$ cat config.mk
export PLATFORM = sky130hd
export DESIGN_NAME = snd_din_mux
export DESIGN_NICKNAME = d
export VERILOG_FILES = /design/src/hw/snd_params.svh /design/src/hw/snd_pkg.sv /design/src/hw/snd_din_mux.sv
export SDC_FILE = /design/constraint.sdc
export NUM_CORES = 1
export LEC_CHECK = 0
export ABC_CLOCK_PERIOD_IN_PS = 1100
export BUFFER_PORTS_ARGS = -buffer_cell sky130_fd_sc_hd__buf_2
export CAP_MARGIN = 0
export CORE_ASPECT_RATIO = 1.1
export CORE_UTILIZATION = 45
export DETAILED_ROUTE_END_ITERATION = 6
export GPL_TIMING_DRIVEN = 0
export PLACE_DENSITY = 0.87
export RECOVER_POWER = 50
export SKIP_CTS_REPAIR_TIMING = 1
export SLEW_MARGIN = 10
export SYNTH_ARGS = -nofsm -noshare
export SYNTH_HDL_FRONTEND = slang
export SYNTH_SLANG_ARGS = --single-unit
$ cat constraint.sdc
create_clock -name clk -period 1.1 [get_ports clk]
set_input_delay 0.165 -clock clk [delete_from_list [all_inputs] [get_ports clk]]
set_output_delay 0.165 -clock clk [all_outputs]
set_load 0.02 [all_outputs]
$ cat src/hw/snd_params.svh
// Sound board constants for memory map, clock enable and ADPCM phrase timing
`ifndef SND_PARAMS_SVH
`define SND_PARAMS_SVH

// Work RAM, 2 KB
`define SND_RAM_AW 11

// ADPCM clock enable fires N times every M clocks
`define SND_CEN_N 1
`define SND_CEN_M 48

// Fixed phrase length
`define ADPCM_PHRASE_BYTES 16

// Enables per nibble for each rate select
`define ADPCM_DIV_FAST 8
`define ADPCM_DIV_SLOW 10

`endif
$ cat src/hw/snd_pkg.sv
// Sound board shared types for bus, ROM, samples and the ADPCM state machine
`default_nettype none

package snd_pkg;

    typedef logic [15:0] cpu_addr_t;   // Sound CPU address
    typedef logic [7:0]  byte_t;
    typedef logic [15:0] rom_addr_t;   // Program ROM, 64 KB with banking
    typedef logic [17:0] adpcm_addr_t; // Sample ROM, 256 KB

    typedef logic signed [11:0] adpcm_snd_t;
    typedef logic signed [15:0] sample_t;

    // Wide enough for SND_CEN_M plus SND_CEN_N
    typedef logic [6:0] cen_acc_t;

    typedef enum logic [2:0] {
        IDLE,
        FETCH,
        WAIT_ROM,
        DECODE_HI,
        DECODE_LO
    } adpcm_state_t;

endpackage

`default_nettype wire

$ cat src/hw/snd_din_mux.sv
// Two-stage registered read data mux back to the sound CPU
`timescale 1ns/1ps
`default_nettype none

module snd_din_mux import snd_pkg::*; (
    input  wire        clk,
    input  wire        rst,
    input  wire        rom_cs,
    input  wire        ram_cs,
    input  wire        fm_cs,
    input  wire        oki_cs,
    input  wire        latch0_cs,
    input  wire        latch1_cs,
    input  wire byte_t snd_latch0,
    input  wire byte_t snd_latch1,
    input  wire byte_t fm_dout,
    input  wire byte_t oki_dout,
    input  wire byte_t ram_q,
    input  wire byte_t rom_data,
    output byte_t      cpu_din
);

    byte_t cmd_q, dev_q, mem_q;
    logic  latch_sel, dev_sel, mem_sel;

    // First stage, one byte per group
    always_ff @(posedge clk) begin
        cmd_q <= latch0_cs ? snd_latch0 : snd_latch1;
        dev_q <= fm_cs ? fm_dout : oki_dout;
        mem_q <= ram_cs ? ram_q : rom_data;
    end

    always_ff @(posedge clk or posedge rst) begin
        if (rst) begin
            latch_sel <= 1'b0;
            dev_sel   <= 1'b0;
            mem_sel   <= 1'b0;
            cpu_din   <= 8'hff;
        end else begin
            latch_sel <= latch0_cs | latch1_cs;
            dev_sel   <= fm_cs | oki_cs;
            mem_sel   <= ram_cs | rom_cs;
            if (dev_sel)        cpu_din <= dev_q; // Devices win
            else if (latch_sel) cpu_din <= cmd_q;
            else if (mem_sel)   cpu_din <= mem_q;
            else                cpu_din <= 8'hff; // Open bus
        end
    end

endmodule

`default_nettype wire

# [After elaboration in Yosys (flattened, before gate mapping)]
# Index checks and enable logic that the tools add are counted.
# W data, S select, Z words.
[word_totals] memories=0 input_bits=56 wordCells=16 output_inout_bits=8 ff_bits=35 mem_bits_ro=0 ramBits=0 latch_bits=0
[classes] n_mul=0 div=0 eq_ne=0 muxes=6 bitwise=3 addsub=0 shift=0 n_lt_le_gt_ge=0 reduce_logical=0
[op_table] op="$mux W8" n=6
[op_table] op="$or A1 B1 Y1" n=3

# [Logic depth before layout (Yosys ltp)]
[depth] depth_word=3 mapped_depth=4 mapped_depth_nobuf=2

# [Least setup slack after synthesis]
# No wires, ideal clock.
[synth_path] kind="register to register" start="register dev_sel" end="register cpu_din[5]" setup_time_ps=86 synth_period_minus_slack_ps=945 stages_incl_launch_ff=4 arrival_time_ps=859 n_path_buf=2 slack_ps=155 required_ps=1014 path_cell_list="dfrtp_1 -> buf_6 -> buf_4 -> o31ai_2"
[synth_between] elab_chain_cells=1
[synth_rtl] element="from (decl)" line_no="snd_din_mux.sv:24" text="logic latch_sel, dev_sel, mem_sel;"
[synth_rtl] element="from (signal assigned)" line_no="snd_din_mux.sv:41" text="dev_sel <= fm_cs | oki_cs;"
[synth_rtl] element="$mux W8" line_no="snd_din_mux.sv:43" text="if (dev_sel) cpu_din <= dev_q;"
[synth_rtl] element="to (signal assigned)" line_no="snd_din_mux.sv:43"
[synth_rtl] element="to (signal assigned)" line_no="snd_din_mux.sv:44" text="else if (latch_sel) cpu_din <= cmd_q;"
[synth_rtl] element="to (signal assigned)" line_no="snd_din_mux.sv:45" text="else if (mem_sel) cpu_din <= mem_q;"
[synth_rtl] element="to (decl)" line_no="snd_din_mux.sv:20" text="output byte_t cpu_din"
# Every way passes these cells.

# [Worst setup path in the final report]
[layout_path] start="register cpu_din[2]" end="output cpu_din[2]"
# No word-level cell between the ends.

==> metrics.txt <==
# TYPE chip_impl_metric gauge
chip_impl_metric{name="via_per_inst",unit=""} 4.778
chip_impl_metric{name="vdd_ir_drop_max",unit="mV"} 1.051
chip_impl_metric{name="power.share.clock",unit="%"} 29.2
chip_impl_metric{name="vertical_die_dimension",unit="um"} 60.48
chip_impl_metric{name="h_tree_depth",unit=""} 2
chip_impl_info{name="critical_path.reg2reg.startpoint",value="latch_sel$_DFF_PP0_"} 1
chip_impl_info{name="cp-startpoint",value="cpu_din[2]$_DFF_PP1_"} 1
chip_impl_metric{name="final_area",unit="um2"} 1867
chip_impl_metric{name="clkSlewWorstSetupHoldPaths",unit="ps"} 100
chip_impl_metric{name="maxSlewViolCount",unit=""} 0
chip_impl_metric{name="floorplan.initialDensity",unit="%"} 49.04
chip_impl_info{name="worst_hold_path_type",value="input pin to register"} 1
chip_impl_metric{name="synth.yosys.warnings",unit=""} 0
chip_impl_metric{name="critPathArrivalTime",unit="ps"} 970
chip_impl_metric{name="insertedDiodeCount",unit=""} 0
chip_impl_metric{name="timing.critical_path.slowest_cell_delay",unit="ps"} 540
chip_impl_metric{name="timing.critical_path.fanout_max",unit=""} 1
chip_impl_metric{name="globalplace.congestion",unit=""} 0.7412
chip_impl_metric{name="core",unit="um2"} 2853
chip_impl_info{name="most-common-layout-cells",value="buf_2, mux2_1, dfxtp_1"} 1
chip_impl_metric{name="final_min_period_over_clock_period",unit="%"} 103.5
chip_impl_metric{name="synthesis.instances",unit=""} 101
chip_impl_info{name="worstPathCellList",value="buf_6"} 1
chip_impl_metric{name="reg2reg_slack",unit="ps"} 80
chip_impl_metric{name="initial_antenna_violation_count",unit=""} 0
chip_impl_metric{name="drc",unit=""} 0
chip_impl_metric{name="slew-limit-headroom",unit="%"} 69.30
chip_impl_metric{name="post_route_cells_drive_above_1_share",unit="%"} 59.41
chip_impl_metric{name="worstRegToRegCells",unit=""} 3
chip_impl_metric{name="synth_seq_area_share",unit="%"} 54.74
chip_impl_metric{name="cts_made_buffers",unit=""} 5
chip_impl_metric{name="cp.buffers_inverters",unit=""} 1
chip_impl_metric{name="pwr_density_cell",unit="nW/um2"} 1407
chip_impl_metric{name="dr_total_vias",unit=""} 970
chip_impl_metric{name="max_slew.worst_pin.slew",unit="ps"} 460.5
chip_impl_info{name="critical_path.endpoint_type",value="output pin"} 1
chip_impl_metric{name="initialDrtViolationCount",unit=""} 3
chip_impl_metric{name="p_comb_share",unit="%"} 15.6
chip_impl_info{name="worstSetupEndpoint",value="cpu_din[2]"} 1
chip_impl_metric{name="syn-num-nets",unit=""} 157
chip_impl_metric{name="static-leakage-power",unit="uW"} 0.0008425
chip_impl_metric{name="sw_ratio",unit="%"} 23.32
chip_impl_info{name="regToRegEndpoint",value="cpu_din[1]$_DFF_PP1_"} 1
chip_impl_metric{name="layout-area-overhead-vs-synth",unit="%"} 33.45
chip_impl_metric{name="first_global_vias",unit=""} 981
chip_impl_metric{name="wirelength_routed",unit="mm"} 2.608
chip_impl_info{name="start_kind",value="register"} 1
chip_impl_metric{name="cap_violations",unit=""} 0
chip_impl_metric{name="internal_power",unit="uW"} 2015
chip_impl_metric{name="clk-insertion-delay-late",unit="ps"} 330
chip_impl_info{name="min_from",value="rom_cs"} 1
chip_impl_info{name="timing.critical_path.slowest_stage_cell",value="dfstp_2"} 1
chip_impl_metric{name="postSynthAreaPerCell",unit="um2"} 13.85
chip_impl_metric{name="netSwitchingPower",unit="uW"} 612.7
chip_impl_metric{name="dp_hpwl",unit="mm"} 2.138
chip_impl_metric{name="grt_overflow",unit=""} 0
chip_impl_metric{name="dieArea",unit="um2"} 3336
chip_impl_metric{name="gr-usage-all-layers",unit="%"} 18.72
chip_impl_metric{name="grt_first_pass_wirelength",unit="mm"} 4.064
chip_impl_info{name="violations",value="setup timing"} 1
chip_impl_info{name="clk_root_buffer_cell",value="clkbuf_4"} 1
chip_impl_info{name="cts_tree",value="done"} 1
chip_impl_info{name="crit_type",value="register to output pin"} 1
chip_impl_metric{name="fin_skew",unit="ps"} 5.661
chip_impl_metric{name="num_rows",unit=""} 20
chip_impl_metric{name="power",unit="uW"} 2627
chip_impl_metric{name="cts.sinks",unit=""} 35
chip_impl_info{name="most_common_library_cell_in_the_layout_ignoring_fill_and_taps",value="buf_2"} 1
chip_impl_metric{name="buffer_ports.inserted",unit=""} 60
chip_impl_metric{name="syn_area",unit="um2"} 1399
chip_impl_metric{name="worst_hold_margin",unit="ps"} 25.37
chip_impl_metric{name="ios",unit=""} 64
chip_impl_metric{name="setup_viol",unit=""} 8
chip_impl_metric{name="postLayoutSetupSlackWorst",unit="ps"} -38.35
chip_impl_metric{name="routed_wire_per_std_cell",unit="um"} 12.85
chip_impl_metric{name="grt_start_max_net_pins",unit=""} 12
chip_impl_metric{name="pwr-share-seq",unit="%"} 55.2
chip_impl_info{name="status",value="complete, but fails checks"} 1
chip_impl_metric{name="max_freq",unit="GHz"} 0.8785
chip_impl_metric{name="num-nets-final",unit=""} 225
chip_impl_metric{name="clock_tree.buffer_depth",unit=""} 2
chip_impl_info{name="timing.critical_path.max_delay_family",value="flip-flops"} 1
chip_impl_info{name="setup_repair_after_global_routing_missed_its_margin",value="true"} 1
chip_impl_metric{name="final-hold-violation-count",unit=""} 0
chip_impl_metric{name="dieWidth",unit="um"} 55.16
chip_impl_metric{name="yosys_register_bits",unit=""} 35
chip_impl_metric{name="first_drt_pass_iteration_count",unit=""} 4
chip_impl_metric{name="data_required_time_of_the_critical_path",unit="ps"} 940
chip_impl_metric{name="fin_tns_setup",unit="ps"} -273.7
chip_impl_metric{name="area_after_dpl",unit="um2"} 1740
chip_impl_metric{name="number_of_distinct_library_cells_after_synthesis",unit=""} 14
chip_impl_metric{name="drtAntennaViolNets",unit=""} 0
chip_impl_metric{name="crit_cells",unit=""} 1
chip_impl_metric{name="finalCriticalPeriod",unit="ps"} 1138
[metrics by stage]
step                util [%]  cells  setup slack, ps
floorplan                  -    101            155.5
global placement       61.01    194            131.6
detailed placement     61.01    194            70.18
CTS                    63.42    202           -90.40
global route           65.44    203           -99.99
finish                 65.44    203           -38.35
[final cells by class]
class / count / area, um2
Buffer: 6 / 41.29
Tap cell: 33 / 41.29
Sequential cell: 35 / 767.0
Multi-Input combinational cell: 59 / 584.3
Inverter: 1 / 3.754
Fill cell: 232 / 985.9
Timing Repair Buffer: 61 / 360.3
Clock buffer: 8 / 68.82
[power groups by stage]
stage	logic, uW	registers, uW	clock network, uW
after CTS	378	1440	791
after global placement	359	1470	0
after detailed placement	376	1470	0
after floorplan	185	1510	0
after global routing	448	1460	863
final	409	1450	767
[metal layers]
layer | up-vias | part of all wire [%] | track usage, %
met5 | - | 0 | 0
met3 | 7 | 6.2 | 7.769
met2 | 37 | 58 | 35.80
met4 | 0 | 2.0 | 7.500
li1 | 481 | - | -
met1 | 445 | 34 | 16.67
[worst min-delay path by stage]
stage,slack [ps],cells after the start,to
2_1_floorplan,10,1,dev_sel$_DFF_PP0_
3_3_place_gp,150,2,latch_sel$_DFF_PP0_
3_5_place_dp,160,2,dev_sel$_DFF_PP0_
4_1_cts,-200,2,mem_sel$_DFF_PP0_
5_1_grt,5,2,mem_q[2]$_DFF_P_
6_report,30,2,mem_sel$_DFF_PP0_
[synth_stat cells (all sizes together)]
master  count  area share [%]
mux2       24              19
or2         3             1.3
dfstp       8              15
dfrtp       3             5.4
buf         6             3.2
inv         1            0.27
nor3b       8             7.2
nor2b       8             4.7
o31ai       8             7.2
dfxtp      24              34
nand2       8             2.1
[flip-flops by register name, summed over array words and instances (netlist names)]
name       cells
dev_q          8
latch_sel      1
dev_sel        1
mem_q          8
mem_sel        1
cpu_din        8
cmd_q          8
[logic make-up after synthesis]
group	share of synthesized area, %
multiplexers	19.32
AO/OA/AOI/OAI	7.156
flip-flops	54.74
AND/OR/NAND/NOR	15.30
buffers and inverters	3.488
No activity file was read; power rests on OpenSTA's default activity.
