<file path="config.mk">
export PLATFORM = sky130hd
export DESIGN_NAME = snd_mixer
export DESIGN_NICKNAME = d
export VERILOG_FILES = /design/src/hw/snd_params.svh /design/src/hw/snd_pkg.sv /design/src/hw/snd_mixer.sv
export SDC_FILE = /design/constraint.sdc
export NUM_CORES = 1
export LEC_CHECK = 0
export ABC_AREA = 1
export BUFFER_PORTS_ARGS = -buffer_cell sky130_fd_sc_hd__clkbuf_2
export CAP_MARGIN = 30
export CORE_MARGIN = 8
export CORE_UTILIZATION = 50
export CTS_BUF_LIST = sky130_fd_sc_hd__clkbuf_8
export CTS_CLUSTER_SIZE = 40
export DETAILED_ROUTE_END_ITERATION = 6
export MAX_ROUTING_LAYER = met4
export PLACE_DENSITY = 0.79
export SYNTH_ARGS = -nofsm -noshare
export SYNTH_HDL_FRONTEND = slang
export SYNTH_SLANG_ARGS = --single-unit
export TNS_END_PERCENT = 5
</file>
<file path="constraint.sdc">
create_clock -name clk -period 1.61 [get_ports clk]
set_input_delay 0 -clock clk [delete_from_list [all_inputs] [get_ports clk]]
set_output_delay 0 -clock clk [all_outputs]
set_load 0.01 [all_outputs]
</file>
<file path="src/hw/snd_params.svh">
// Sound board constants for memory map, clock enable and ADPCM phrase timing
`ifndef SND_PARAMS_SVH
`define SND_PARAMS_SVH

// Work RAM, 2 KB
`define SND_RAM_AW 11

// ADPCM clock enable fires N times every M clocks
`define SND_CEN_N 1
`define SND_CEN_M 48

// Fixed phrase length
`define ADPCM_PHRASE_BYTES 16

// Enables per nibble for each rate select
`define ADPCM_DIV_FAST 8
`define ADPCM_DIV_SLOW 10

`endif
</file>
<file path="src/hw/snd_pkg.sv">
// Sound board shared types for bus, ROM, samples and the ADPCM state machine
`default_nettype none

package snd_pkg;

    typedef logic [15:0] cpu_addr_t;   // Sound CPU address
    typedef logic [7:0]  byte_t;
    typedef logic [15:0] rom_addr_t;   // Program ROM, 64 KB with banking
    typedef logic [17:0] adpcm_addr_t; // Sample ROM, 256 KB

    typedef logic signed [11:0] adpcm_snd_t;
    typedef logic signed [15:0] sample_t;

    // Wide enough for SND_CEN_M plus SND_CEN_N
    typedef logic [6:0] cen_acc_t;

    typedef enum logic [2:0] {
        IDLE,
        FETCH,
        WAIT_ROM,
        DECODE_HI,
        DECODE_LO
    } adpcm_state_t;

endpackage

`default_nettype wire

</file>
<file path="src/hw/snd_mixer.sv">
// Registered FM plus ADPCM mixer with an enable per source
`timescale 1ns/1ps
`default_nettype none

module snd_mixer import snd_pkg::*; (
    input  wire          clk,
    input  wire          rst,
    input  wire          enable_fm,
    input  wire          enable_adpcm,
    input  wire sample_t fm_left,
    input  wire sample_t fm_right,
    input  wire adpcm_snd_t adpcm_snd,
    output sample_t      left,
    output sample_t      right
);

    function automatic sample_t mix(input logic en_fm, input logic en_adpcm,
                                    input sample_t fm, input adpcm_snd_t pcm);
        sample_t fm_term;
        sample_t pcm_term;
        fm_term  = en_fm ? sample_t'({fm[15], fm[15:1]}) : '0;           // Half scale
        pcm_term = en_adpcm ? sample_t'({pcm[11], pcm, 3'd0}) : '0;      // 12 to 16 bits
        return fm_term + pcm_term;
    endfunction

    always_ff @(posedge clk or posedge rst) begin
        if (rst) begin
            left  <= '0;
            right <= '0;
        end else begin
            left  <= mix(enable_fm, enable_adpcm, fm_left, adpcm_snd);
            right <= mix(enable_fm, enable_adpcm, fm_right, adpcm_snd);
        end
    end

endmodule

`default_nettype wire

</file>
-- Yosys cells after proc, flatten, opt, wreduce, memory -nomap -nowiden
Cells that the tools add are included.
- bits in registers: 32
- input port bits: 48
- word-level logic and storage cells: 7
- muxes and demuxes: 3
- $add $sub $neg: 2
- operators with widths (kind ; number):
    $mux W16 ; 3
    $add A16 B16 Y16 ; 2

-- Depth between registers and ports, before layout
- depth in word-level cells: 2
- gate-level depth with buffers: 15
- gate-level depth less buffers: 13

-- Least setup slack after synthesis
OpenSTA, ideal clock, no wires.
- path kind: input to register
- start point: input port enable_fm
- end point: register left[11]
- data arrival time: 1610 ps
- library setup time: 117 ps
- path slack: -116 ps
- required time: 1493 ps
- buffers on the path: 3
- stages: 14
- path through: buf_6 buf_2 buf_1 nand2_1 inv_1 ha_1 ha_1 inv_1 nand2_1 nand2_1 a21oi_2 nand3_1 nand3_1 nand2_1
- longest elaborated chain between the ends: 2
- ends and longest elaborated chain (element ; RTL line ; RTL):
    start, declared ; snd_mixer.sv:8 ; input wire enable_fm,
    $mux W16 ; snd_mixer.sv:21 ; fm_term = en_fm ? sample_t'({fm[15], fm[15:1]}) : '0;
    $add A16 B16 Y16 ; snd_mixer.sv:23 ; return fm_term + pcm_term;
    end signal, assigned ; snd_mixer.sv:31 ; left <= mix(enable_fm, enable_adpcm, fm_left, adpcm_snd);
    end, declared ; snd_mixer.sv:13 ; output sample_t left,
No other way between the ends.

-- Worst setup path after layout
- start point: input port enable_fm
- end point: register left[15]
The elaborated chain is that of the path after synthesis.

==> flow_summary.html <==
<table>
<tr><th>Metric</th><th>Value</th></tr>
<tr><th colspan="2">Clocking</th></tr>
<tr><td>CTS sink count</td><td>32</td></tr>
<tr><td>Maximum buffer depth of the clock tree</td><td>2</td></tr>
<tr><td>H-tree level count</td><td>2</td></tr>
<tr><td>Number of post-CTS setup repair buffers</td><td>0</td></tr>
<tr><td>Clk Tree Root Cell</td><td>sky130_fd_sc_hd__clkbuf_8</td></tr>
<tr><td>Number of buffers created by CTS</td><td>5</td></tr>
<tr><td>Reg clk slew, reported paths</td><td>roughly 70 ps</td></tr>
<tr><td>TritonCTS clock tree</td><td>done</td></tr>
<tr><th colspan="2">Timing</th></tr>
<tr><td>Worst hold slack across all endpoints</td><td>-2.09 ps</td></tr>
<tr><td>Max-Slew Margin vs Limit</td><td>between 70% and 80%</td></tr>
<tr><td>Max Slew Vio Count</td><td>0</td></tr>
<tr><td>Worst Tran Pin Value</td><td>roughly 420 ps</td></tr>
<tr><td>RSZ-0062 raised after global routing</td><td>no</td></tr>
<tr><td>Max frequency</td><td>~750 MHz</td></tr>
<tr><td>Post-route minimum period</td><td>1340 ps</td></tr>
<tr><td>Final Hold Vio Count</td><td>1</td></tr>
<tr><td>Period utilization</td><td>between 80% and 90%</td></tr>
<tr><td>Number of endpoints failing setup at the final stage</td><td>0</td></tr>
<tr><th colspan="2">Placed design</th></tr>
<tr><td>Count of input and output buffers</td><td>77</td></tr>
<tr><td>Detailed placement HPWL</td><td>around 5600 um</td></tr>
<tr><td>Placed Instances</td><td>between 500 and 600</td></tr>
<tr><td>Final weighted congestion in routability-driven placement</td><td>between 0.9 and 1</td></tr>
<tr><th colspan="2">Finish</th></tr>
<tr><td>Nets</td><td>between 500 and 600</td></tr>
<tr><td>Number of standard cells in the final layout excluding fillers</td><td>about 560</td></tr>
<tr><td>Proportion of layout cells with a drive suffix above 1</td><td>~23%</td></tr>
<tr><td>P&amp;R area growth vs syn</td><td>31.5%</td></tr>
<tr><td>Diode count</td><td>0</td></tr>
<tr><td>Count of fill cells added during filler insertion</td><td>424</td></tr>
<tr><th colspan="2">Floorplanning</th></tr>
<tr><td>Initial cell density of the core</td><td>approximately 52%</td></tr>
<tr><td>Area of the core region</td><td>0.00475 mm^2</td></tr>
<tr><td>DIE WIDTH</td><td>86.5 um</td></tr>
<tr><td>Number of rows in the core area</td><td>25</td></tr>
<tr><td>Chip Height</td><td>86.5 um</td></tr>
<tr><td>I/O pins</td><td>80</td></tr>
<tr><td>Total die area</td><td>0.00749 mm^2</td></tr>
<tr><th colspan="2">Job</th></tr>
<tr><td>Max capacitance violation total</td><td>0</td></tr>
<tr><th colspan="2">Setup path</th></tr>
<tr><td>Max stage delay cell, worst path</td><td>sky130_fd_sc_hd__ha_1</td></tr>
<tr><td>Most prevalent standard cell on the critical path</td><td>sky130_fd_sc_hd__nand2_1</td></tr>
<tr><td>Biggest fanout along the worst timing path</td><td>20</td></tr>
<tr><td>Worst path buffer plus inverter count</td><td>4</td></tr>
<tr><td>Cell class contributing the biggest share of worst-path delay</td><td>simple AND/OR/NAND/NOR gates</td></tr>
<tr><td>Delay of the slowest cell on the worst path</td><td>about 350 ps</td></tr>
<tr><td>First element of the critical path</td><td>enable_fm</td></tr>
<tr><td>Critical path data arrival time</td><td>1570 ps</td></tr>
<tr><td>Critical path startpoint category</td><td>input port</td></tr>
<tr><td>Endpoint required time on the critical path</td><td>roughly 1800 ps</td></tr>
<tr><td>Crit. End Element</td><td>flop</td></tr>
<tr><td>Crit-path cells</td><td>clkbuf_2 -&gt; buf_12 -&gt; nand2_1 -&gt; inv_1 -&gt; ha_1 -&gt; nand2_1 -&gt; nor3_2 -&gt; inv_1 -&gt; nor3_1 -&gt; nand2_1 -&gt; nand3_1 -&gt; nand2_1 -&gt; nand2_1</td></tr>
<tr><td>Category of the most critical setup path</td><td>input port to flop</td></tr>
<tr><th colspan="2">Outcome</th></tr>
<tr><td>Failing checks</td><td>hold timing</td></tr>
<tr><td>Run status</td><td>complete, but fails checks</td></tr>
<tr><th colspan="2">Power</th></tr>
<tr><td>Reported net switching power</td><td>~750 uW</td></tr>
<tr><td>Leakage Power</td><td>around 2.1 nW</td></tr>
<tr><td>Sequential cell fraction of total power</td><td>40.3%</td></tr>
<tr><td>Power density over the cells</td><td>approximately 690 mW/mm^2</td></tr>
<tr><td>Maximum vdd drop</td><td>about 0.47 mV</td></tr>
<tr><td>Fraction of power spent switching nets</td><td>between 30 and 40%</td></tr>
<tr><td>Portion of total power attributed to the clock network</td><td>about 29%</td></tr>
<tr><td>Part of the total power dissipated in combinational logic</td><td>a little under a third</td></tr>
<tr><td>Int Pwr</td><td>about 1.5 mW</td></tr>
<tr><th colspan="2">GRT</th></tr>
<tr><td>Maximum number of pins on one net before global-route repair</td><td>33</td></tr>
<tr><td>Number of antenna violations at the first check in global routing</td><td>0</td></tr>
<tr><td>Vias in the first global route</td><td>about 2800</td></tr>
<tr><td>Global-route wire length before repair</td><td>approximately 12000 um</td></tr>
<tr><td>Global-route congestion overflow total</td><td>0</td></tr>
<tr><td>GRT Util Overall</td><td>a little over a fifth</td></tr>
<tr><th colspan="2">Worst hold path</th></tr>
<tr><td>Hold Startpoint</td><td>fm_right[4]</td></tr>
<tr><td>Min-Delay Path Class</td><td>input port to flop</td></tr>
<tr><th colspan="2">Synthesis</th></tr>
<tr><td>Number of cells produced by synthesis</td><td>between 300 and 400</td></tr>
<tr><td>Average footprint of a synthesized cell</td><td>6.48 um^2</td></tr>
<tr><td>Number of synthesized register bits</td><td>32</td></tr>
<tr><td>Total nets after synthesis</td><td>between 400 and 500</td></tr>
<tr><td>Number of unique standard cell types used by synthesis</td><td>22</td></tr>
<tr><td>Synth Warn #</td><td>0</td></tr>
<tr><td>Proportion of synthesized chip area in sequential cells</td><td>32.2%</td></tr>
<tr><td>Synthesized cell area</td><td>roughly 0.0025 mm^2</td></tr>
<tr><th colspan="2">Detailed routing</th></tr>
<tr><td>Routed WL</td><td>between 6000 and 7000 um</td></tr>
<tr><td>Starting DRC count in detailed routing</td><td>about 150</td></tr>
<tr><td>Average routed wire per standard cell</td><td>between 10 and 15 um</td></tr>
<tr><td>Number of antenna-violating nets in the routed design</td><td>0</td></tr>
<tr><td>Vias</td><td>between 2000 and 3000</td></tr>
<tr><td>Detailed-route DRC error count</td><td>0</td></tr>
<tr><td>First-pass DRT Iterations</td><td>5</td></tr>
<tr><td>Avg Vias per Cell</td><td>about 4.9</td></tr>
</table>
==> Yosys cell counts <==
cell / instances / area [um^2]
sky130_fd_sc_hd__nand4_1: 11 / 68.8
sky130_fd_sc_hd__a21o_1: 5 / 37.5
sky130_fd_sc_hd__o21bai_1: 3 / 22.5
sky130_fd_sc_hd__a21oi_1: 13 / 65.1
sky130_fd_sc_hd__inv_1: 68 / 255
sky130_fd_sc_hd__ha_1: 16 / 200
sky130_fd_sc_hd__o21a_1: 2 / 15.0
sky130_fd_sc_hd__nand3_1: 26 / 130
sky130_fd_sc_hd__a21oi_2: 1 / 8.76
sky130_fd_sc_hd__nand2_2: 1 / 6.26
sky130_fd_sc_hd__buf_4: 1 / 7.51
sky130_fd_sc_hd__xor2_1: 12 / 105
sky130_fd_sc_hd__buf_1: 1 / 3.75
sky130_fd_sc_hd__dfrtp_1: 32 / 801
sky130_fd_sc_hd__nor3_1: 5 / 25.0
sky130_fd_sc_hd__nand2_1: 141 / 529
sky130_fd_sc_hd__buf_6: 1 / 11.3
sky130_fd_sc_hd__nor2_2: 5 / 31.3
sky130_fd_sc_hd__a31oi_1: 3 / 18.8
sky130_fd_sc_hd__nor2_1: 32 / 120
sky130_fd_sc_hd__o21ai_0: 4 / 20.0
sky130_fd_sc_hd__buf_2: 1 / 5.00
==> per-layer routing <==
metal	share of wire [%]	vias to the layer above	GRT usage, %
li1	-	1412	-
met1	47	1184	24.7
met2	45	106	34.4
met3	6.5	10	3.88
met4	1.7	0	7.51
met5	0	-	-
==> cell usage in the layout (no fill, tap or decap) <==
cell | Yosys | routed
sky130_fd_sc_hd__nand2_1 | 141 | 141
sky130_fd_sc_hd__clkbuf_2 | 0 | 77
sky130_fd_sc_hd__inv_1 | 68 | 68
sky130_fd_sc_hd__nor2_1 | 32 | 32
sky130_fd_sc_hd__dfrtp_1 | 32 | 32
sky130_fd_sc_hd__nand3_1 | 26 | 26
sky130_fd_sc_hd__buf_4 | 1 | 18
sky130_fd_sc_hd__ha_1 | 16 | 16
sky130_fd_sc_hd__a21oi_1 | 13 | 13
sky130_fd_sc_hd__xor2_1 | 12 | 12
sky130_fd_sc_hd__nand4_1 | 11 | 11
sky130_fd_sc_hd__dlygate4sd3_1 | 0 | 7
sky130_fd_sc_hd__clkbuf_8 | 0 | 6
sky130_fd_sc_hd__nor2_2 | 5 | 5
sky130_fd_sc_hd__a21o_1 | 5 | 5
sky130_fd_sc_hd__nor3_1 | 5 | 4
sky130_fd_sc_hd__o21ai_0 | 4 | 4
sky130_fd_sc_hd__o21bai_1 | 3 | 3
sky130_fd_sc_hd__a31oi_1 | 3 | 3
sky130_fd_sc_hd__o21a_1 | 2 | 2
sky130_fd_sc_hd__clkinv_2 | 0 | 2
sky130_fd_sc_hd__buf_12 | 0 | 2
sky130_fd_sc_hd__nor3_2 | 0 | 1
sky130_fd_sc_hd__nand2_2 | 1 | 1
sky130_fd_sc_hd__a21oi_2 | 1 | 1
==> layout make-up <==
| type | instances | area (um^2) | area share, % |
|---|---|---|---|
| flip-flops and latches | 32 | 801 | 24.5 |
| clock buffers | 6 | 82.6 | 2.52 |
| inverters | 68 | 255 | 7.80 |
| multi-input cells | 280 | 1410 | 43.1 |
| repair buffers | 104 | 631 | 19.3 |
| well taps | 67 | 83.8 | 2.56 |
| clock inverters | 2 | 10.0 | 0.306 |
==> final timing paths <==
check                                     end  cells after the start
min in group asynchronous   left[8]$_DFF_PP0_                      4
max in group asynchronous  right[6]$_DFF_PP0_                      4
worst min-delay path       right[3]$_DFF_PP0_                      4
worst max-delay path       left[15]$_DFF_PP0_                     13
==> flip-flops by register name, summed over array words and instances, names as in the netlist <==
name,cells
left,16
right,16
==> timing repair <==
action	in CTS	in global routing
resized for setup	0	0
endpoints found under the setup margin	0	0
hold buffers	7	0
endpoints found under the hold margin	38	0
==> logic make-up (layout without fill, tap and decap cells) <==
family          after synthesis  after routing  synth area share [%]
flops                        32             32                  32.2
xor+xnor                     12             12                  4.23
fa+ha+maj                    16             16                  8.05
buf+inv                      72            180                  11.4
simple gates                221            221                  36.6
compound gates               31             31                  7.55
==> stage by stage <==
| stage | worst slack [ps] | power, mW | instance area [um^2] | TNS [ps] | utilization (%) |
|---|---|---|---|---|---|
| floorplan | -7.92 | 1.33 | 2490 | -7.92 | - |
| global route | 95.8 | 2.41 | 3270 | 0 | 68.8 |
| detailed placement | -24.4 | 1.61 | 3110 | -24.4 | 65.4 |
| CTS | 278 | 2.27 | 3270 | 0 | 68.8 |
| global placement | 32.0 | 1.60 | 3110 | 0 | 65.4 |
| finish | 274 | 2.27 | 3270 | 0 | 68.8 |
==> power groups by stage <==
stage | Combinational (mW) | Sequential, mW | Clock, mW
global route | 0.785 | 0.925 | 0.705
global placement | 0.669 | 0.928 | 0
finish | 0.692 | 0.916 | 0.663
floorplan | 0.344 | 0.984 | 0
CTS | 0.697 | 0.916 | 0.661
detailed placement | 0.677 | 0.932 | 0
No activity file was read; power rests on OpenSTA's default activity.
