File: src/hw/snd_params.svh
// Sound board constants for memory map, clock enable and ADPCM phrase timing
`ifndef SND_PARAMS_SVH
`define SND_PARAMS_SVH

// Work RAM, 2 KB
`define SND_RAM_AW 11

// ADPCM clock enable fires N times every M clocks
`define SND_CEN_N 1
`define SND_CEN_M 48

// Fixed phrase length
`define ADPCM_PHRASE_BYTES 16

// Enables per nibble for each rate select
`define ADPCM_DIV_FAST 8
`define ADPCM_DIV_SLOW 10

`endif
File: src/hw/snd_pkg.sv
// Sound board shared types for bus, ROM, samples and the ADPCM state machine
`default_nettype none

package snd_pkg;

    typedef logic [15:0] cpu_addr_t;   // Sound CPU address
    typedef logic [7:0]  byte_t;
    typedef logic [15:0] rom_addr_t;   // Program ROM, 64 KB with banking
    typedef logic [17:0] adpcm_addr_t; // Sample ROM, 256 KB

    typedef logic signed [11:0] adpcm_snd_t;
    typedef logic signed [15:0] sample_t;

    // Wide enough for SND_CEN_M plus SND_CEN_N
    typedef logic [6:0] cen_acc_t;

    typedef enum logic [2:0] {
        IDLE,
        FETCH,
        WAIT_ROM,
        DECODE_HI,
        DECODE_LO
    } adpcm_state_t;

endpackage

`default_nettype wire

File: src/hw/snd_bus_decode.sv
// Sound CPU memory map decoder with bank and ADPCM rate registers
`timescale 1ns/1ps
`default_nettype none
`include "snd_params.svh"

module snd_bus_decode import snd_pkg::*; (
    input  wire       clk,
    input  wire       rst,
    input  wire cpu_addr_t cpu_addr,
    input  wire byte_t     cpu_dout,
    input  wire       mreq_n,
    input  wire       wr_n,
    output rom_addr_t rom_addr,
    output logic      rom_cs,
    output logic      ram_cs,
    output logic      ram_we,
    output logic      fm_cs,
    output logic      oki_cs,
    output logic      oki_we,
    output logic      latch0_cs,
    output logic      latch1_cs,
    output logic      rate_fast
);

    logic bank;
    logic bank_cs;
    logic rate_cs;
    logic wr;

    assign wr     = ~wr_n & ~mreq_n;
    assign ram_we = ram_cs & wr;
    assign oki_we = oki_cs & wr;

    always_comb begin
        rom_addr  = '0;
        rom_cs    = 1'b0;
        ram_cs    = 1'b0;
        fm_cs     = 1'b0;
        oki_cs    = 1'b0;
        bank_cs   = 1'b0;
        rate_cs   = 1'b0;
        latch0_cs = 1'b0;
        latch1_cs = 1'b0;
        if (!mreq_n) begin
            casez (cpu_addr[15:12])
                4'b0???: begin // Fixed half
                    rom_cs   = 1'b1;
                    rom_addr = {1'b0, cpu_addr[14:0]};
                end
                4'b10??: begin // Banked window
                    rom_cs   = 1'b1;
                    rom_addr = {1'b1, bank, cpu_addr[13:0]};
                end
                4'b1101: ram_cs = 1'b1;
                4'b1111: begin
                    case (cpu_addr[3:1])
                        3'd0: fm_cs     = 1'b1;
                        3'd1: oki_cs    = 1'b1;
                        3'd2: bank_cs   = 1'b1;
                        3'd3: rate_cs   = 1'b1;
                        3'd4: latch0_cs = 1'b1;
                        3'd5: latch1_cs = 1'b1;
                        default: ;     // Unmapped, reads FF
                    endcase
                end
                default: ;
            endcase
        end
    end

    always_ff @(posedge clk or posedge rst) begin
        if (rst) begin
            bank      <= 1'b0;
            rate_fast <= 1'b0; // Slow rate
        end else begin
            if (bank_cs && wr) bank <= cpu_dout[0];
            if (rate_cs && wr) rate_fast <= cpu_dout[0];
        end
    end

    one_chip_select: assert property (@(posedge clk) disable iff (rst)
        $onehot0({rom_cs, ram_cs, fm_cs, oki_cs, bank_cs, rate_cs, latch0_cs, latch1_cs}));

endmodule

`default_nettype wire

File: config.mk
export PLATFORM = sky130hd
export DESIGN_NAME = snd_bus_decode
export DESIGN_NICKNAME = d
export VERILOG_FILES = /design/src/hw/snd_pkg.sv /design/src/hw/snd_bus_decode.sv
export VERILOG_INCLUDE_DIRS = /design/src /design/src/hw
export SDC_FILE = /design/constraint.sdc
export NUM_CORES = 1
export LEC_CHECK = 0
export BUFFER_PORTS_ARGS = -buffer_cell sky130_fd_sc_hd__buf_4
export CORE_AREA = 4 4 41 43
export CTS_CLUSTER_SIZE = 16
export DETAILED_ROUTE_END_ITERATION = 7
export DIE_AREA = 0 0 45 47
export PLACE_DENSITY_LB_ADDON = 0.3
export RECOVER_POWER = 50
export SLEW_MARGIN = 5
export SYNTH_ARGS = -nofsm -noshare
export SYNTH_HDL_FRONTEND = slang
export SYNTH_SLANG_ARGS = --single-unit
File: constraint.sdc
create_clock -name clk -period 1.5 [get_ports clk]
set_input_delay 0 -clock clk [delete_from_list [all_inputs] [get_ports clk]]
set_output_delay 0 -clock clk [all_outputs]
set_load 0.01 [all_outputs]
; ---- Word level (Yosys, flattened, before mapping)
; Cells that the tools add are included.
[totals]
mem_count = 0
inputBits = 28
rom_bits = 0
ramBits = 0
ff_bits = 2
word_cells = 44
latch_bits = 0
output_inout_bits = 25
[op_classes]
shifts = 0
n_reduce_logical = 4
bitwise_logic = 6
multipliers = 0
n_addsub = 0
eq_ne = 8
n_lt_le_gt_ge = 0
n_div = 0
n_mux = 24
[ops]
columns = cell, n
row1 = $pmux 16 s2, 1
row2 = $mux 1, 22
row3 = $mux 16, 1
row4 = $eq 4x4->1 const B, 2
row5 = $eq 3x2->1 const B, 2
row6 = $eq 3x3->1 const B, 2
row7 = $and 1x1->1, 3
row8 = $eq 3x1->1 const B, 1
row9 = $logic_not 3->1, 1
row10 = $not 1->1, 3
row11 = $eq 2x2->1 const B, 1
row12 = $logic_and 1x1->1, 2
row13 = $reduce_or 2->1, 1

; ---- Longest topological paths before layout
; Gate-level depths: netlist of the first run.
[logic_depth]
depth_word = 5
mapped_depth = 3
mapped_depth_nobuf = 3

; ---- Worst setup path before layout of the first run
; Ideal clock, no wire load.
[synth_path]
path_kind = input to register
start = in mreq_n
end = reg rate_fast
setup_slack_ps = 688
n_path_buf = 0
t_arrival_ps = 684
cell_stages = 3
setup_time_ps = 127
cell_sequence = and4b_2 > nand4_1 > mux2_1
[synth_between]
elab_chain_cells = 3
elab_cells_between_ends = 4
cone_classes = mux (1) / bitwise (2) / reduce/logical (1)
[synth_rtl]
columns = item, line_no
row1 = "start, declared", snd_bus_decode.sv:11  ; input wire mreq_n,
row2 = $not 1->1, snd_bus_decode.sv:30  ; assign wr = ~wr_n & ~mreq_n;
row3 = $and 1x1->1, snd_bus_decode.sv:30
row4 = $logic_and 1x1->1 (*), snd_bus_decode.sv:77  ; if (rate_cs && wr) rate_fast <= cpu_dout[0];
row5 = "end signal, assigned", snd_bus_decode.sv:77
row6 = "end, declared", snd_bus_decode.sv:22  ; output logic rate_fast
; Mark *: on every way between the ends. The rest lies on a longest branch, timed or not.
; A chain may end at the register's enable or synchronous reset.

; ---- Worst setup path in the final report of the first run
[layout_path]
start = in cpu_addr[15]
end = out rom_addr[12]
[layout_between]
elab_chain_cells = 3
elab_cells_between_ends = 4
cone_classes = eq/ne (1) / mux (2) / bitwise (1)
[layout_rtl]
columns = item, line_no
row1 = "start, declared", snd_bus_decode.sv:9  ; input wire cpu_addr_t cpu_addr,
row2 = $eq 2x2->1 / $not 1->1 (equally long branches), snd_bus_decode.sv:45  ; casez (cpu_addr[15:12])
row3 = $pmux 16 s2 (*), snd_bus_decode.sv:45
row4 = $mux 16 (*), snd_bus_decode.sv:44  ; if (!mreq_n) begin
row5 = "end, declared", snd_bus_decode.sv:13  ; output rom_addr_t rom_addr,
; Marks and branches as above.

==> results of run 1 <==
==> metal layers <==
metal	up-vias	global-route usage	routed length, um
met3	0	0.0651	241
met5	-	0	0
met4	0	0.0702	0
met2	30	0.167	530
met1	192	0.123	373
li1	240	-	-
==> path summary, 6_finish.rpt <==
check / start / to / slack [ps] / cells past startpoint
hold / removal: cpu_addr[2] / rate_fast / 150 / 3
setup / recovery: cpu_addr[15] / rom_addr[12] / 520 / 5
min in group asynchronous: rst / bank / 190 / 3
setup reg to reg: rate_fast / rate_fast / 720 / 1
max in group asynchronous: rst / rate_fast / 1200 / 3
hold reg to reg: bank / bank / 490 / 1
==> cell usage in the layout, fill, tap and decap left out <==
master	netlist	final
nand4b_1	2	2
and2_1	14	13
and4b_2	1	1
nand3b_1	2	2
clkbuf_4	0	4
inv_1	1	1
and2_0	0	1
nand3_1	1	1
buf_4	0	34
clkbuf_1	0	11
nor3_1	4	4
dfrtp_1	2	2
mux2_1	2	2
nand2b_1	1	1
or2b_1	1	1
dlygate4sd3_1	0	2
nand4_1	1	1
nor2_1	3	3
a21oi_1	2	2
nor3b_1	1	1
nor3b_2	1	1
==> cell families after synthesis <==
logic type	synth area share
flip-flops	0.167
multiplexers	0.0753
buffers and inverters	0.0293
AND/OR/NAND/NOR	0.695
AO/OA/AOI/OAI	0.0335
==> final cells by class <==
cell class	count	area [um^2]	share of cell area
well taps	15	18.8	0.0285
flip-flops and latches	2	50.0	0.0759
clock buffers	3	22.5	0.0342
multi-input cells	36	240	0.364
inverters	1	3.75	0.00569
repair buffers	48	324	0.491
==> what timing repair did <==
| item | 4_1_cts | 5_1_grt |
|---|---|---|
| setup endpoints to repair | 0 | 0 |
| hold endpoints to repair | 4 | 0 |
| hold buffers | 2 | 0 |
==> flip-flops by register name, summed over array words and instances (netlist names) <==
name	flops
rate_fast	1
bank	1
==> report_power, final <==
part           switching (W)  leakage, nW   total, W  internal, W
Sequential        0.00000125       0.0276  0.0000582    0.0000569
Combinational      0.0000559        0.283   0.000132    0.0000766
Clock              0.0000295       0.0138   0.000118    0.0000882
==> through the flow <==
stage | power [W] | hold slack (ps)
floorplan | 0.000106 | -259
detailed placement | 0.000200 | -138
finish | 0.000308 | 147
global placement | 0.000198 | -138
CTS | 0.000329 | 141
global route | 0.000340 | 155
==> worst max-delay path: cells and delay by family <==
kind	cells	cell delay [ps]
buffers and inverters	3	670
AND/OR/NAND/NOR	1	190
AO/OA/AOI/OAI	1	130
==> impl_metrics.yaml, run 1 <==
die:
  die_h_um: 47
  start_util: 0.230
  coreArea_mm2: 0.00130
  std_cell_rows: 13
  die_x_um: 45
  die_area_mm2: 0.00212
  io_pins: 53
placed_design:
  place_area_um2: 658
  dp_hpwl_um: 954
  post-place-ws_ps: 504
  portBuffers: 45
  dp_cells: 100
  gp_congestion: 0.602
global_routing:
  grt_pass1_wl_um: 1770
  grt_pass1_vias: 407
  grt_usage: 0.112
  gr-total-overflow: 0
  grt_max_degree: 16
  antenna_found_initial: 0
cells_and_area:
  area_delta_synth_final_pct: 121
  fin_util: 0.507
  final_cells: 105
  drive_gt1_frac: 0.444
  fillers: 144
  fin_nets: 120
  final_area_um2: 659
  antennaDiodeCount: 0
job:
  drv_cap: 0
synthesis:
  syn-num-nets: 68
  yosysWarnings: 0
  synth-seq-cells: 2
  synth_ff_type: "dfrtp_1"
  postSynthAreaPerCell_um2: 7.48
  netlist_top_cells_area: "and2_1, dfrtp_1, mux2_1"
  synth_top_area_frac: 0.293
  synth_edf_count: 0
  ys_types: 17
  yosysTopAreaCell: "and2_1"
  synth_common_cells: "and2_1, nor3_1, nor2_1"
  synth_most_common_cell: "and2_1"
  syn-cell-area_um2: 299
  ys_async_sr_fraction: 1.00
  synth_seq_area_share: 0.167
  syn_inst: 40
timing:
  fin_skew_ps: 0
  fin_tns_setup_ps: 0
  setup_slack_ps: 516
  rsz0062_at_grt: "no"
  maxSlewViolCount: 0
  period_minus_slack_ps: 984
  period_share: 0.656
  max_clock_freq_mhz: 1020
  tightest_slew_ps: 445
  setup_violations: 0
  hold_viol_final: 0
  relSlewSlack: 0.703
pwr:
  ir_drop_mv: 0.284
  powerDensity_mw_per_mm2: 468
  p_leak_nw: 0.324
worst_setup_path:
  slowest_stage: "clkbuf_1"
  worstSetupPathType: "input pin to primary output"
  critPathLaunchType: "input pin"
  path_max_fanout: 15
  worst-endpoint-arrival_ps: 980
  worst_ep_required_time_ps: 1500
  slowest_delay_ps: 380
  cpMostUsedCell: "clkbuf_1"
  crit_chain: "buf_4 -> a21oi_1 -> clkbuf_1 -> and2_1 -> clkbuf_1"
  endpoint_kind: "primary output"
clock_tree:
  cts_setup_buffers: 0
  clkLatencyLatePin_ps: 220
  cts_tree: "yes"
  cts_resized: 0
  clkTransAtPathRegs_ps: 30
  cts.sinks: 2
  root_buffer: "clkbuf_4"
  htreeDepth: 1
  clockBufferDepth: 2
  cts_buffers: 3
drt:
  drt_iter0_drc: 10
  viasPerCell: 4.40
  drtPass1Iterations: 4
  drc: 0
  ant_nets: 0
  post_drt_wl_per_cell_um: 10.9
  routed_wl_um: 1150
  dr_total_vias: 462
worst_hold_path:
  holdCritPathClass: "input pin to flip-flop"
outcome:
  status: "finished clean"
Note: power is estimated with default switching activity, not from simulation.
==> inputs of run 2 (changes only) <==
==> constraint.sdc (replaced) <==
create_clock -name clk -period 1 [get_ports clk]
set_input_delay 0 -clock clk [delete_from_list [all_inputs] [get_ports clk]]
set_output_delay 0 -clock clk [all_outputs]
set_load 0.01 [all_outputs]
==> run 2 against run 1 <==
Effect of this change:
- via count is 3.9% higher
- first-iteration DRC count stayed put
- critical path depth stayed put
- utilization is 1.9 points higher
- global-route usage is 0.32 points higher
- setup slack worse by 420 ps
- non-clock buffer count is 2 higher
- cell count is 1.9% higher
- die area stayed put
- count of clock-buffer cells in the layout stayed put
- sequential power is 50% higher
==> impl_metrics.yaml, run 2 (synthesis gave the netlist of run 1 again) <==
worst_hold_path:
  hold_path_startpoint: "cpu_addr[2]"
  holdCritPathClass: "input pin to flip-flop"
timing:
  relSlewSlack: 0.871
  holdWs_ps: 140
  rsz0062_at_grt: "no"
  max_clock_freq_mhz: 1110
  period_minus_slack_ps: 904
  period_share: 0.904
  maxSlewViolCount: 0
  tightest_slew_ps: 193
  hold_viol_final: 0
  fin_tns_setup_ps: 0
  setup_slack_ps: 95.6
  setup_violations: 0
  fin_skew_ps: 0
worst_setup_path:
  crit_chain: "buf_4 -> and4b_1 -> nand3b_1 -> nor3_1 -> buf_4"
  crit_family: "simple AND/OR/NAND/NOR gates"
  worstSetupPathType: "input pin to primary output"
  slowest_delay_ps: 310
  endpoint_kind: "primary output"
  worst-endpoint-arrival_ps: 900
  worst_ep_required_time_ps: 1000
  slowest_stage: "and4b_1"
  cpMostUsedCell: "buf_4"
  startpoint: "mreq_n"
  reg2reg_from: "rate_fast"
  cp_num_buf_inv: 2
  path_max_fanout: 4
  critPathLaunchType: "input pin"
cells_and_area:
  drive_gt1_frac: 0.478
  fin_nets: 122
  final_area_um2: 684
  layout_commonest_cell: "buf_4"
  reg.largest.list: "bank: 1 flops, rate_fast: 1 flops"
  area_delta_synth_final_pct: 129
  antennaDiodeCount: 0
  layout_common_cells: "buf_4, and2_1, clkbuf_1, clkbuf_4, nor3_1"
  fin_util: 0.526
pwr:
  powerDensity_mw_per_mm2: 692
  ir_drop_mv: 0.440
  pwr-share-comb: 0.448
  pwr-share-seq: 0.184
  clock_power_share: 0.368
  p_sw_w: 0.000129
  p_leak_nw: 0.346
  p_int_w: 0.000344
  p_sw_frac: 0.273
clock_tree:
  htreeDepth: 1
  cts.sinks: 2
  clkTransAtPathRegs_ps: 30
  cts_tree: "yes"
  cts_buffers: 3
  root_buffer: "clkbuf_4"
  clkLatencyLatePin_ps: 220
  clockBufferDepth: 2
job:
  drv_cap: 0
placed_design:
  dp_hpwl_um: 1010
  place_area_um2: 673
  gp_congestion: 0.606
  post-place-ws_ps: 1.96
  portBuffers: 45
die:
  start_util: 0.230
  std_cell_rows: 13
  die_h_um: 47
  coreArea_mm2: 0.00130
  io_pins: 53
  die_area_mm2: 0.00212
  die_x_um: 45
drt:
  viasPerCell: 4.49
  drt_iter0_drc: 10
  ant_nets: 0
  drc: 0
  post_drt_wl_per_cell_um: 11.2
  routed_wl_um: 1200
  drtPass1Iterations: 4
  dr_total_vias: 480
outcome:
  status: "finished clean"
global_routing:
  grt_pass1_wl_um: 1760
  grt_pass1_vias: 426
  gr-total-overflow: 0
  grt_max_degree: 16
  antenna_found_initial: 0
  grt_usage: 0.115
==> run 2: cell count changes in the layout (fill, tap and decap cells not counted) <==
cell	before	now
clkbuf_1	11	8
clkbuf_4	4	5
and4b_1	0	1
and2_1	13	14
and2_0	1	0
and4b_2	1	0
buf_4	34	38
==> run 2: through the flow <==
step / power [W] / instances
after floorplan: 0.000159 / 40
after global routing: 0.000525 / 107
final: 0.000474 / 107
after detailed placement: 0.000307 / 102
after CTS: 0.000499 / 107
after global placement: 0.000303 / 102
==> run 2: tightest hold or removal path: cells and delay by family <==
| family | cells | cell delay [ps] |
|---|---|---|
| buffers and inverters | 1 | 130 |
| and+or+nand+nor | 1 | 70 |
| muxes | 1 | 120 |
==> run 2: metal layers <==
metal,up-vias,GRT usage,part of all wire
met1,207,0.111,0.30
met3,0,0.0536,0.19
met5,-,0,0
met4,0,0.0702,0
li1,243,-,-
met2,30,0.201,0.50
==> run 2: worst paths after layout <==
kind                              to  slack, ps  depth (start not counted)
min in group asynchronous       bank        190                          3
max                           oki_we        100                          5
min                        rate_fast        140                          3
max reg2reg                rate_fast        230                          1
min reg2reg                     bank        480                          1
max in group asynchronous  rate_fast        700                          3
==> run 2: final cells by class <==
type	count	area [um^2]
fill	150	617
timing repair buffer	50	350
multi-input combinational	36	239
sequential	2	50.0
clock buffer	3	22.5
tap	15	18.8
inverter	1	3.75
==> run 2: power by group through the flow <==
| stage | registers [W] | logic, W | clock network [W] |
|---|---|---|---|
| global route | 0.0000878 | 0.000234 | 0.000204 |
| global placement | 0.0000880 | 0.000215 | 0 |
| floorplan | 0.0000887 | 0.0000699 | 0 |
| finish | 0.0000872 | 0.000212 | 0.000174 |
| CTS | 0.0000872 | 0.000225 | 0.000187 |
| detailed placement | 0.0000880 | 0.000219 | 0 |
==> run 2: timing repair <==
| item | CTS | global route |
|---|---|---|
| hold buffers | 2 | 0 |
| hold endpoints to repair | 3 | 0 |
| endpoints found under the setup margin | 0 | 0 |
| resized for setup | 0 | 0 |
| setup buffers | 0 | 0 |
